`src/design/core_pkg.sv`:
```
package core_pkg;

    //////////////////////////////////////////////////
    // Core sizes
    //////////////////////////////////////////////////

    localparam int XLEN        = 16;   // Datapath width
    localparam int ARCH_REGS   = 8;    // Architectural registers r0..r7
    localparam int PHYS_REGS   = 16;   // Rename pool
    localparam int ROB_DEPTH   = 8;    // In-flight window
    localparam int MULT_STAGES = 3;    // Multiply latency in cycles

    // Occupancy counter must hold 0..ROB_DEPTH inclusive
    localparam int ROB_CNT_W   = $clog2(ROB_DEPTH + 1);

    //////////////////////////////////////////////////
    // Scalar types
    //////////////////////////////////////////////////

    typedef logic [XLEN-1:0]                data_t;
    typedef logic [$clog2(ARCH_REGS)-1:0]   arch_reg_t;
    typedef logic [$clog2(PHYS_REGS)-1:0]   phys_reg_t;
    typedef logic [$clog2(ROB_DEPTH)-1:0]   rob_idx_t;
    typedef logic [ROB_CNT_W-1:0]           rob_cnt_t;

    // Decoded operation, already resolved before the core
    typedef enum logic [2:0] {
        op_add = 3'd0,
        op_sub = 3'd1,
        op_and = 3'd2,
        op_xor = 3'd3,
        op_li  = 3'd4,   // dest = imm, sources ignored
        op_mul = 3'd5    // Goes to the multiplier pipe
    } opcode_e;

    //////////////////////////////////////////////////
    // Grouped signals between blocks
    //////////////////////////////////////////////////

    // Incoming instruction, architectural names
    typedef struct packed {
        opcode_e   opcode;
        arch_reg_t dest;
        arch_reg_t src1;
        arch_reg_t src2;
        data_t     imm;      // Only meaningful for op_li
    } inst_t;

    // After rename, physical names plus its ROB slot
    typedef struct packed {
        opcode_e   opcode;
        data_t     imm;
        phys_reg_t psrc1;
        phys_reg_t psrc2;
        phys_reg_t pdest;    // Freshly allocated
        rob_idx_t  rob_idx;
    } renamed_t;

    // What the ROB keeps per entry for retire
    typedef struct packed {
        arch_reg_t arch_dest;
        phys_reg_t pdest;
        phys_reg_t old_pdest;   // Released when this entry retires
    } rob_alloc_t;

    // Write-back / completion bus, also used for multiplier stages
    typedef struct packed {
        logic      valid;
        rob_idx_t  rob_idx;
        phys_reg_t pdest;
        data_t     value;
    } complete_t;

    // Architectural result seen on the commit port
    typedef struct packed {
        arch_reg_t dest;
        data_t     value;
    } commit_t;

endpackage
```
`src/design/ooo_core.sv`:
```
`timescale 1ns/1ps

module ooo_core (
    input  logic              clock,
    input  logic              reset,
    // Instruction handshake
    input  logic              in_req,
    output logic              in_ack,
    input  core_pkg::inst_t   in_inst,
    // Commit handshake
    output logic              commit_req,
    input  logic              commit_ack,
    output core_pkg::commit_t commit_data
);

    import core_pkg::*;

    //////////////////////////////////////////////////
    // Inter-block wires
    //////////////////////////////////////////////////

    logic       issue_valid;
    logic       issue_ready;
    renamed_t   issue_inst;
    logic       alloc_valid;
    rob_alloc_t alloc;
    rob_idx_t   rob_tail;
    logic       rob_full;
    complete_t  complete;       // Completion bus
    logic       free_valid;
    phys_reg_t  free_reg;
    logic       retire_valid;
    logic       retire_ready;
    commit_t    retire_data;

    // Input side
    dispatch_rename u_dispatch (
        .clock(clock), .reset(reset),
        .in_req(in_req), .in_ack(in_ack), .in_inst(in_inst),
        .issue_valid(issue_valid), .issue_ready(issue_ready), .issue_inst(issue_inst),
        .alloc_valid(alloc_valid), .alloc(alloc),
        .rob_tail(rob_tail), .rob_full(rob_full),
        .free_valid(free_valid), .free_reg(free_reg)
    );

    // Processing
    execute_cluster u_execute (
        .clock(clock), .reset(reset),
        .issue_valid(issue_valid), .issue_ready(issue_ready), .issue_inst(issue_inst),
        .complete(complete)
    );

    reorder_buffer u_rob (
        .clock(clock), .reset(reset),
        .alloc_valid(alloc_valid), .alloc(alloc),
        .rob_tail(rob_tail), .rob_full(rob_full),
        .complete(complete),
        .free_valid(free_valid), .free_reg(free_reg),
        .retire_valid(retire_valid), .retire_ready(retire_ready),
        .retire_data(retire_data)
    );

    // Output side
    commit_port u_commit (
        .clock(clock), .reset(reset),
        .retire_valid(retire_valid), .retire_ready(retire_ready),
        .retire_data(retire_data),
        .commit_req(commit_req), .commit_ack(commit_ack), .commit_data(commit_data)
    );

endmodule

```
`src/design/commit_port.sv`:
```
`timescale 1ns/1ps

module commit_port (
    input  logic              clock,
    input  logic              reset,
    input  logic              retire_valid,
    output logic              retire_ready,
    input  core_pkg::commit_t retire_data,
    output logic              commit_req,
    input  logic              commit_ack,
    output core_pkg::commit_t commit_data
);

    import core_pkg::*;

    typedef enum logic [1:0] {
        cp_idle,       // Holding register empty
        cp_req,        // Request up, waiting for ack
        cp_wait_low    // Data taken, waiting for ack to drop
    } cp_state_e;

    cp_state_e state_q;
    commit_t   hold_q;

    assign retire_ready = (state_q == cp_idle);
    assign commit_req   = (state_q == cp_req);
    assign commit_data  = hold_q;   // Stable for the whole request

    always_ff @(posedge clock) begin
        if (reset) begin
            state_q <= cp_idle;
        end else begin
            case (state_q)
                cp_idle:     if (retire_valid) state_q <= cp_req;
                cp_req:      if (commit_ack)   state_q <= cp_wait_low;
                cp_wait_low: if (!commit_ack)  state_q <= cp_idle;
                default:     state_q <= cp_idle;
            endcase
        end
    end

    // Capture the record as it retires
    always_ff @(posedge clock) begin
        if (retire_valid && retire_ready) begin
            hold_q <= retire_data;
        end
    end

endmodule

```
`src/design/reorder_buffer.sv`:
```
`timescale 1ns/1ps

module reorder_buffer (
    input  logic                 clock,
    input  logic                 reset,
    // Allocation from rename
    input  logic                 alloc_valid,
    input  core_pkg::rob_alloc_t alloc,
    output core_pkg::rob_idx_t   rob_tail,
    output logic                 rob_full,
    // Completion from execute
    input  core_pkg::complete_t  complete,
    // Register release back to rename
    output logic                 free_valid,
    output core_pkg::phys_reg_t  free_reg,
    // Retire toward the commit port
    output logic                 retire_valid,
    input  logic                 retire_ready,
    output core_pkg::commit_t    retire_data
);

    import core_pkg::*;

    rob_alloc_t           entry_mem [ROB_DEPTH];   // Names per entry
    data_t                value_mem [ROB_DEPTH];   // Result per entry
    logic [ROB_DEPTH-1:0] done_q;                  // Result has arrived
    rob_idx_t             head_q;
    rob_idx_t             tail_q;
    rob_cnt_t             count_q;
    logic                 head_done;
    logic                 retire_fire;

    //////////////////////////////////////////////////
    // Status and retire view
    //////////////////////////////////////////////////

    assign rob_tail  = tail_q;
    assign rob_full  = (count_q == rob_cnt_t'(ROB_DEPTH));
    assign head_done = (count_q != '0) && done_q[head_q];

    assign retire_valid = head_done;
    assign retire_fire  = head_done && retire_ready;   // Head leaves in order

    always_comb begin
        retire_data.dest  = entry_mem[head_q].arch_dest;
        retire_data.value = value_mem[head_q];
    end

    // Previous mapping is dead once its overwriter retires
    assign free_valid = retire_fire;
    assign free_reg   = entry_mem[head_q].old_pdest;

    //////////////////////////////////////////////////
    // Pointers and flags
    //////////////////////////////////////////////////

    always_ff @(posedge clock) begin
        if (reset) begin
            head_q  <= '0;
            tail_q  <= '0;
            count_q <= '0;
            done_q  <= '0;
        end else begin
            if (alloc_valid) begin
                done_q[tail_q] <= 1'b0;
                tail_q         <= tail_q + rob_idx_t'(1);   // Wraps at ROB_DEPTH
            end
            // Completion never targets the slot being allocated
            if (complete.valid) begin
                done_q[complete.rob_idx] <= 1'b1;
            end
            if (retire_fire) begin
                head_q <= head_q + rob_idx_t'(1);
            end
            case ({alloc_valid, retire_fire})
                2'b10:   count_q <= count_q + rob_cnt_t'(1);
                2'b01:   count_q <= count_q - rob_cnt_t'(1);
                default: count_q <= count_q;   // Both or neither
            endcase
        end
    end

    // Entry payload
    always_ff @(posedge clock) begin
        if (alloc_valid) begin
            entry_mem[tail_q] <= alloc;
        end
        if (complete.valid) begin
            value_mem[complete.rob_idx] <= complete.value;
        end
    end

endmodule

```
`src/design/execute_cluster.sv`:
```
`timescale 1ns/1ps

module execute_cluster (
    input  logic                clock,
    input  logic                reset,
    input  logic                issue_valid,
    output logic                issue_ready,
    input  core_pkg::renamed_t  issue_inst,
    output core_pkg::complete_t complete
);

    import core_pkg::*;

    data_t                prf [PHYS_REGS];          // Physical register file
    logic [PHYS_REGS-1:0] ready_q;                  // Value present in prf
    complete_t            mult_pipe [MULT_STAGES-1];  // Stages ahead of write-back
    complete_t            mult_in;
    complete_t            wb;                       // Single write port this cycle
    complete_t            complete_q;
    data_t                op_a;
    data_t                op_b;
    data_t                alu_result;
    logic                 is_mul;
    logic                 src_ok;
    logic                 mult_done;                // Multiply writes back this edge
    logic                 issue_fire;

    // Operand read at issue
    assign op_a   = prf[issue_inst.psrc1];
    assign op_b   = prf[issue_inst.psrc2];
    assign is_mul = (issue_inst.opcode == op_mul);

    // li has no register sources
    assign src_ok = (issue_inst.opcode == op_li) ||
                    (ready_q[issue_inst.psrc1] && ready_q[issue_inst.psrc2]);

    assign mult_done = mult_pipe[MULT_STAGES-2].valid;

    // ALU would share the write port with a finishing multiply
    assign issue_ready = src_ok && !(mult_done && !is_mul);
    assign issue_fire  = issue_valid && issue_ready;

    //////////////////////////////////////////////////
    // ALU and multiplier front
    //////////////////////////////////////////////////

    always_comb begin
        case (issue_inst.opcode)
            op_add:  alu_result = op_a + op_b;
            op_sub:  alu_result = op_a - op_b;
            op_and:  alu_result = op_a & op_b;
            op_xor:  alu_result = op_a ^ op_b;
            op_li:   alu_result = issue_inst.imm;
            default: alu_result = '0;
        endcase
    end

    always_comb begin
        mult_in.valid   = issue_fire && is_mul;
        mult_in.rob_idx = issue_inst.rob_idx;
        mult_in.pdest   = issue_inst.pdest;
        mult_in.value   = op_a * op_b;   // Low XLEN bits of the product
    end

    // Write port select, multiply has priority
    always_comb begin
        wb = '0;
        if (mult_done) begin
            wb = mult_pipe[MULT_STAGES-2];
        end else if (issue_fire && !is_mul) begin
            wb.valid   = 1'b1;
            wb.rob_idx = issue_inst.rob_idx;
            wb.pdest   = issue_inst.pdest;
            wb.value   = alu_result;
        end
    end

    assign complete = complete_q;

    //////////////////////////////////////////////////
    // Register file, ready bits, pipe
    //////////////////////////////////////////////////

    always_ff @(posedge clock) begin
        if (reset) begin
            for (int i = 0; i < PHYS_REGS; i++) begin
                prf[i] <= '0;
            end
            ready_q    <= {{(PHYS_REGS - ARCH_REGS){1'b0}}, {ARCH_REGS{1'b1}}};
            complete_q <= '0;
            for (int s = 0; s < MULT_STAGES - 1; s++) begin
                mult_pipe[s] <= '0;
            end
        end else begin
            if (issue_fire) begin
                ready_q[issue_inst.pdest] <= 1'b0;   // Producer now in flight
            end
            if (wb.valid) begin
                prf[wb.pdest]     <= wb.value;
                ready_q[wb.pdest] <= 1'b1;           // Overrides the clear for ALU ops
            end
            complete_q   <= wb;                      // Reported one cycle after write
            mult_pipe[0] <= mult_in;
            for (int s = 1; s < MULT_STAGES - 1; s++) begin
                mult_pipe[s] <= mult_pipe[s-1];
            end
        end
    end

endmodule

```
`src/design/dispatch_rename.sv`:
```
`timescale 1ns/1ps

module dispatch_rename (
    input  logic                 clock,
    input  logic                 reset,
    // Four-phase instruction input
    input  logic                 in_req,
    output logic                 in_ack,
    input  core_pkg::inst_t      in_inst,
    // In-order issue toward execute
    output logic                 issue_valid,
    input  logic                 issue_ready,
    output core_pkg::renamed_t   issue_inst,
    // ROB allocation
    output logic                 alloc_valid,
    output core_pkg::rob_alloc_t alloc,
    input  core_pkg::rob_idx_t   rob_tail,
    input  logic                 rob_full,
    // Register released by retire
    input  logic                 free_valid,
    input  core_pkg::phys_reg_t  free_reg
);

    import core_pkg::*;

    phys_reg_t            map_q [ARCH_REGS];   // Arch -> phys map
    logic [PHYS_REGS-1:0] free_q;              // One bit per free phys reg
    logic [PHYS_REGS-1:0] free_d;
    phys_reg_t            free_pick;           // Lowest free index
    logic                 free_avail;
    logic                 in_ack_q;
    logic                 dispatch;            // Instruction leaves this cycle

    //////////////////////////////////////////////////
    // Free list pick
    //////////////////////////////////////////////////

    always_comb begin
        free_pick = '0;
        // Walk downward so the lowest set bit wins
        for (int i = PHYS_REGS - 1; i >= 0; i--) begin
            if (free_q[i]) begin
                free_pick = phys_reg_t'(i);
            end
        end
    end

    assign free_avail = |free_q;

    // Offer only a fresh request with room downstream
    assign issue_valid = in_req && !in_ack_q && free_avail && !rob_full;
    assign dispatch    = issue_valid && issue_ready;
    assign alloc_valid = dispatch;
    assign in_ack      = in_ack_q;

    // Rename lookup, purely combinational from the current map
    always_comb begin
        issue_inst.opcode  = in_inst.opcode;
        issue_inst.imm     = in_inst.imm;
        issue_inst.psrc1   = map_q[in_inst.src1];
        issue_inst.psrc2   = map_q[in_inst.src2];
        issue_inst.pdest   = free_pick;
        issue_inst.rob_idx = rob_tail;   // Slot the ROB fills this cycle

        alloc.arch_dest    = in_inst.dest;
        alloc.pdest        = free_pick;
        alloc.old_pdest    = map_q[in_inst.dest];   // Previous owner of dest
    end

    // Allocate and release in the same cycle
    always_comb begin
        free_d = free_q;
        if (dispatch) begin
            free_d[free_pick] = 1'b0;
        end
        if (free_valid) begin
            free_d[free_reg] = 1'b1;   // Freed reg never equals the pick
        end
    end

    //////////////////////////////////////////////////
    // State
    //////////////////////////////////////////////////

    always_ff @(posedge clock) begin
        if (reset) begin
            for (int i = 0; i < ARCH_REGS; i++) begin
                map_q[i] <= phys_reg_t'(i);   // Identity map
            end
            // Upper half of the pool starts free
            free_q   <= {{(PHYS_REGS - ARCH_REGS){1'b1}}, {ARCH_REGS{1'b0}}};
            in_ack_q <= 1'b0;
        end else begin
            free_q <= free_d;
            if (dispatch) begin
                map_q[in_inst.dest] <= free_pick;
            end
            // Ack rises with dispatch, falls once req is gone
            if (dispatch) begin
                in_ack_q <= 1'b1;
            end else if (!in_req) begin
                in_ack_q <= 1'b0;
            end
        end
    end

endmodule

```
`config.mk`:
```
export PLATFORM = sky130hd
export DESIGN_NAME = ooo_core
export DESIGN_NICKNAME = d
export VERILOG_FILES = /design/src/design/core_pkg.sv /design/src/design/ooo_core.sv /design/src/design/commit_port.sv /design/src/design/reorder_buffer.sv /design/src/design/execute_cluster.sv /design/src/design/dispatch_rename.sv
export SDC_FILE = /design/constraint.sdc
export NUM_CORES = 2
export LEC_CHECK = 0
export ABC_AREA = 1
export BUFFER_PORTS_ARGS = -buffer_cell sky130_fd_sc_hd__buf_2
export CORE_ASPECT_RATIO = 2
export CORE_MARGIN = 8
export CORE_UTILIZATION = 35
export CTS_BUF_LIST = sky130_fd_sc_hd__clkbuf_4 sky130_fd_sc_hd__clkbuf_8
export DETAILED_ROUTE_END_ITERATION = 10
export HOLD_SLACK_MARGIN = 0.15
export PLACE_DENSITY_LB_ADDON = 0.25
export SLEW_MARGIN = 0
export SYNTH_ARGS = -nofsm -noshare
export SYNTH_HDL_FRONTEND = slang
export SYNTH_SLANG_ARGS = --single-unit
```
`constraint.sdc`:
```
create_clock -name clock -period 18.7 [get_ports clock]
set_input_delay 3.74 -clock clock [delete_from_list [all_inputs] [get_ports clock]]
set_output_delay 3.74 -clock clock [all_outputs]
set_load 0.02 [all_outputs]
```
Word-level counts from Yosys, hierarchy flattened

Memories as Yosys holds them, arrays and structs flattened. A register that Yosys moved wholly into a read port is not among the register bits.
Cells that the tools add are included.

Logic and storage cells: 164
Bits in writable memories: 552
Bits of input ports: 32
Memories kept: 5
Register bits after elaboration: 76

Order comparisons: 13
Bitwise gates (word level): 12
Add/subtract/negate cells: 6
Mux-type cells: 72
Reduce and logical (&&, ||, !) cells: 29
Eq/ne operators: 14
$mul: 1

Memory list:

| name                | depth | width | rd ports | clocked after memory_dff | wr ports | line                  | RTL |
|---|---|---|---|---|---|---|---|
| u_execute.prf       | 16    | 16    | 2        | 0                        | 16       | execute_cluster.sv:14 | `data_t prf [PHYS_REGS];` |
| u_rob.value_mem     | 8     | 16    | 1        | 1                        | 1        | reorder_buffer.sv:25  | `data_t value_mem [ROB_DEPTH];` |
| u_rob.entry_mem     | 8     | 11    | 1        | 1                        | 1        | reorder_buffer.sv:24  | `rob_alloc_t entry_mem [ROB_DEPTH];` |
| u_execute.mult_pipe | 2     | 24    | 2        | 0                        | 2        | execute_cluster.sv:16 | `complete_t mult_pipe [MULT_STAGES-1];` |
| u_dispatch.map_q    | 8     | 4     | 3        | 0                        | 8        | dispatch_rename.sv:26 | `phys_reg_t map_q [ARCH_REGS];` |

Operator list:

| kind                                                              | number |
|---|---|
| two-way mux 16 bit                                                | 6 |
| two-way mux 24 bit                                                | 4 |
| one-hot mux 16 bit (5 select lines)                               | 1 |
| two-way mux 4 bit                                                 | 18 |
| AND 16 bit                                                        | 3 |
| bitwise OR 16 bit                                                 | 2 |
| OR reduction 16 bit                                               | 2 |
| less-than comparator 4 x 5 -> 1 bit, second input constant        | 5 |
| two-way mux 1 bit                                                 | 24 |
| two-way mux 8 bit                                                 | 3 |
| adder 16 bit                                                      | 1 |
| logical AND 1 bit                                                 | 16 |
| multiplier 16 x 16 -> 16 bit                                      | 1 |
| inverter 16 bit                                                   | 1 |
| subtractor 16 bit                                                 | 1 |
| bitwise XOR 16 bit                                                | 1 |
| demux 1 bit (select 4 bit)                                        | 3 |
| greater-or-equal comparator 4 x 1 -> 1 bit, second input constant | 3 |
| less-than comparator 3 x 4 -> 1 bit, second input constant        | 3 |
| two-way mux 3 bit                                                 | 3 |
| AND 8 bit                                                         | 1 |
| binary-select mux 1 bit (select 4 bit)                            | 2 |
| inverter 8 bit                                                    | 1 |
| bitwise OR 8 bit                                                  | 1 |
| 26 further kinds                                                  | 41 |

Longest topological paths before layout

Word-level depth: 26
Depth in mapped cells: 43
Mapped depth without buffers: 40

Modules after synthesis

From an unflattened synthesis, not the netlist that was laid out.

Cells, all modules: 4212
Area total of the unflattened synthesis: 35449.0 sq um

Modules (own cells, without submodules):

| module          | cells an instance | area each (sq um) | instances |
|---|---|---|---|
| execute_cluster | 3055              | 23301.1           | 1 |
| reorder_buffer  | 693               | 8262.9            | 1 |
| dispatch_rename | 431               | 3211.8            | 1 |
| commit_port     | 33                | 673.1             | 1 |

Worst setup path before layout

Ideal clock, no wire load.

Path kind: in2reg
Start: in in_inst[17] (netlist bit)
End: mem u_execute.mult_pipe[0][15] (netlist bit)
Setup slack: 8.783 ns
Path buffers: 4
Stages: 39
Required time: 18.585 ns
Arrival time: 9.802 ns
Cell sequence: buf_2 -> inv_2 -> nand3_1 -> nand3_2 -> nand2_4 -> buf_2 -> buf_2 -> nand2_1 -> nand3_1 -> nand3_1 -> nand3_1 -> nand2_1 -> clkbuf_1 -> clkinv_1 -> nand2_1 -> fa_1 -> fa_1 -> fa_1 -> [... 3 more ...] -> inv_1 -> fa_1 -> inv_1 -> ha_1 -> nand2_1 -> nor2_1 -> nand2_1 -> o211ai_1 -> a31oi_1 -> inv_1 -> nand2_1 -> nand2_1 -> nand2_1 -> inv_1 -> nor2_1 -> nand3_1 -> nand2_1 -> nor2_1

RTL lines:

| what            | line                  | RTL |
|---|---|---|
| start, declared | ooo_core.sv:9         | `input core_pkg::inst_t in_inst,` |
| end, declared   | execute_cluster.sv:16 |  |

==> flow_summary.toml <==
[status]
status = "completed"

[placed_design]
io_buffers = 52
dpl_cell_area_um2 = 35800
place.gp.congestion = 0.975
place_inst = 5193
hpwl_mm = 87.8
preCtsSetupSlack_ps = 6080

[yosys]
syn_inst = 3984
syn_area_per_cell_um2 = 8.63
synth-seq-cells = 615
synth-simple-area-share_pct = 25.7
syn-cell-area_um2 = 34400
synthFlopType = "edfxtp_1"
synth_xor_area_share_pct = 0.739
syn-num-nets = 4183
yosys.area_share.adder_pct = 7.87
synthMostInstantiatedCell = "nand2_1"
yosysWarnings = 0
synth_edf_count = 491
synth_mux_area_share_pct = 0
synth_area_leaders = "edfxtp_1 43%, nand3_1 9.0%, nand2_1 8.3%"
synth_top_family_by_area = "simple AND/OR/NAND/NOR gates"
yosysSeqAreaShare_pct = 50.1
async_flop_share_pct = 0
synth_top_area_share_pct = 42.9
synth_top_cell_by_area = "edfxtp_1"
synthTopCellsByCount = "760 x nand2_1, 619 x nand3_1, 613 x nor2_1, 491 x edfxtp_1, 350 x inv_1"
synth_compound_area_share_pct = 8.21
ys_types = 53

[floorplanning]
die_area_um2 = 109000
initial_core_util_pct = 35.3
placementRows = 162
coreArea_um2 = 97500
dieWidth_um = 238
die_h_um = 459
io_pins = 53

[worst_setup_path]
cp.depth = 40
cp.buffers_inverters = 11
slowest_delay_ps = 750
worstPathMaxFanout = 74
path_common_cell = "nand2_1"
worstSetupPathType = "in2reg"
rr_worst_depth = 37
critPathArrivalTime_ps = 12680
critPathCaptureType = "flip-flop"
critPathSlowestCell = "buf_4"
crit_family = "adder cells"
crit_required_ps = 19380
start_kind = "primary input"

[pwr]
seqPwrFrac_pct = 27.6
p_comb_share_pct = 53.5
cellPowerDensity_nw_per_um2 = 157
internal_power_uw = 3220
p_clk_share_pct = 19.0
finalPower_uw = 5890
switching_share_pct = 45.4
vdd_drop_max_mv = 0.209
p_leak_uw = 0.0147
p_switching_uw = 2670

[layout]
layout.nets = 4172
drive_gt1_share_pct = 8.36
postLayoutCellArea_um2 = 37600
n_fill_cell = 9991
multi_input_area_um2 = 14700
regArea_um2 = 17200
stdcell_count = 5359
areaGrowthSynthToFinish_pct = 9.21

[detailed_routing]
viasPerCell = 5.45
totalWireLength_mm = 128
route.detailed.drc = 0
first_pass_iters = 7
drt_iter0_drc = 2521
ant_nets = 0
via_count = 29227
wire_per_inst_um = 23.8

[global_routing]
grt_max_degree = 76
grt-ovfl-total = 0
track_usage_pct = 23.1
antenna_found_initial = 2
grt_pass1_wl_mm = 187
grt_pass1_vias = 29483

[sta]
setup_ws_ps = 6700
timing.final.crit_share_pct = 64.1
slew_headroom_pct = 16.5
rsz0062_at_grt = "false"
finClkSkew_ps = 44.4
setup_viol = 0
finalSetupTns_ps = 0
drv_slew = 0
fmax_mhz = 83.4
tightest_slew_ps = 1250
final_hold_viol_count = 0
fin_crit_ps = 12000

[clock_tree]
cts_max_path_buffers = 3
clkTransAtPathRegs_ps = 70
hold_buffers = 0
cts_setup_buffers = 0
cts_resized = 0
clock_sinks = 615
insertion_delay_ps = 780
cts_root_buf = "clkbuf_8"
numCtsBuffers = 90
htreeDepth = 3
cts_tree = "yes"

[hold_path]
hold_class = "reg2reg"
whs_path_depth = 2

[run]
maxCapViolCount = 0
state kept, by name (all words and copies together), names as in the netlist, named ones only:
name and count:
u_execute.prf 256, u_rob.value_mem 128, u_rob.entry_mem 56, u_execute.mult_pipe 48, u_dispatch.map_q 32, u_execute.complete 20
u_commit.commit_data 19, u_dispatch.free_q 16, u_execute.ready_q 16, u_rob.done_q 8, u_rob.count_q 4, u_rob.head_q 3
u_rob.rob_tail 3, u_commit.state_q 2, u_dispatch.in_ack 1
kinds of logic after synthesis:
kind of cell,after synthesis
AO/OA/AOI/OAI,485
AND/OR/NAND/NOR,2072
adder cells (fa/ha/maj),167
flip-flops,615
XOR/XNOR,29
buffers and inverters,616
power groups by stage:
| stage | Combinational [uW] | Clock [uW] | Sequential, uW |
|---|---|---|---|
| after floorplan | 2170 | 0 | 1650 |
| after global placement | 3110 | 0 | 1650 |
| after detailed placement | 3110 | 0 | 1650 |
| after CTS | 3140 | 1140 | 1620 |
| after global routing | 3530 | 1190 | 1630 |
| final | 3150 | 1120 | 1620 |
cells in the final DEF (no fill, tap or decap), types with 5 or more instances in the layout:
master     instances
a21oi_1          119
a21oi_2            7
a221oi_1           5
a22o_1            15
a31oi_1           21
buf_2             51
buf_4             63
clkbuf_4          28
clkbuf_8          97
clkinv_1          50
clkinv_2           9
dfxtp_1          123
edfxtp_1         491
fa_1              82
ha_1              85
inv_1            349
inv_2             19
nand2_1          760
nand2_2           12
nand2_4            9
nand3_1          619
nand3_2            5
nand3b_1           7
nand4_1            8
nor2_1           604
nor2_2            12
nor3_1            21
o2111ai_1         13
o211ai_1          38
o21ai_0          191
o21ai_1           17
o21bai_1           6
o22ai_1           31
o31ai_1            6
xnor2_1            8
xor2_1            21
metrics by stage:
stage / util, % / hold WS [ps]
after floorplan: - / 388
after detailed placement: 36.7 / 395
after CTS: 38.5 / 390
final: 38.5 / 400
after global placement: 36.7 / 391
after global routing: 38.5 / 417
layer usage:
metal	track usage [%]	vias up	share of wire [%]
met5	0	-	0.0086
met4	19.0	2	9.1
met3	4.06	514	5.8
met2	42.8	1255	53
met1	21.8	14099	32
li1	-	13357	-
tightest hold or removal path, delay by kind of cell (launching register included):
family	cells	cell delay (ps)
and+or+nand+nor	1	30
buffers and inverters	1	40
DFF	1	300
final timing paths:
check	startpoint	to	slack, ps
setup / recovery	in_inst[16]	u_execute.mult_pipe[0][15]	6700
setup reg to reg	u_dispatch.map_q[3][0]	u_execute.mult_pipe[0][15]	9620
hold reg to reg	u_execute.mult_pipe[0][21]	u_execute.mult_pipe[0][45]	400
hold / removal	u_execute.mult_pipe[0][21]	u_execute.mult_pipe[0][45]	400
area by class of cell:
type,count,area share (%)
sequential,615,45.9
multi-input combinational,2753,39.0
tap,1312,4.37
clock buffer,125,4.11
inverter,399,3.99
timing repair buffer,114,1.94
clock inverter,38,0.643
antenna,3,0.0200
Power figures use the tool's default switching activity.
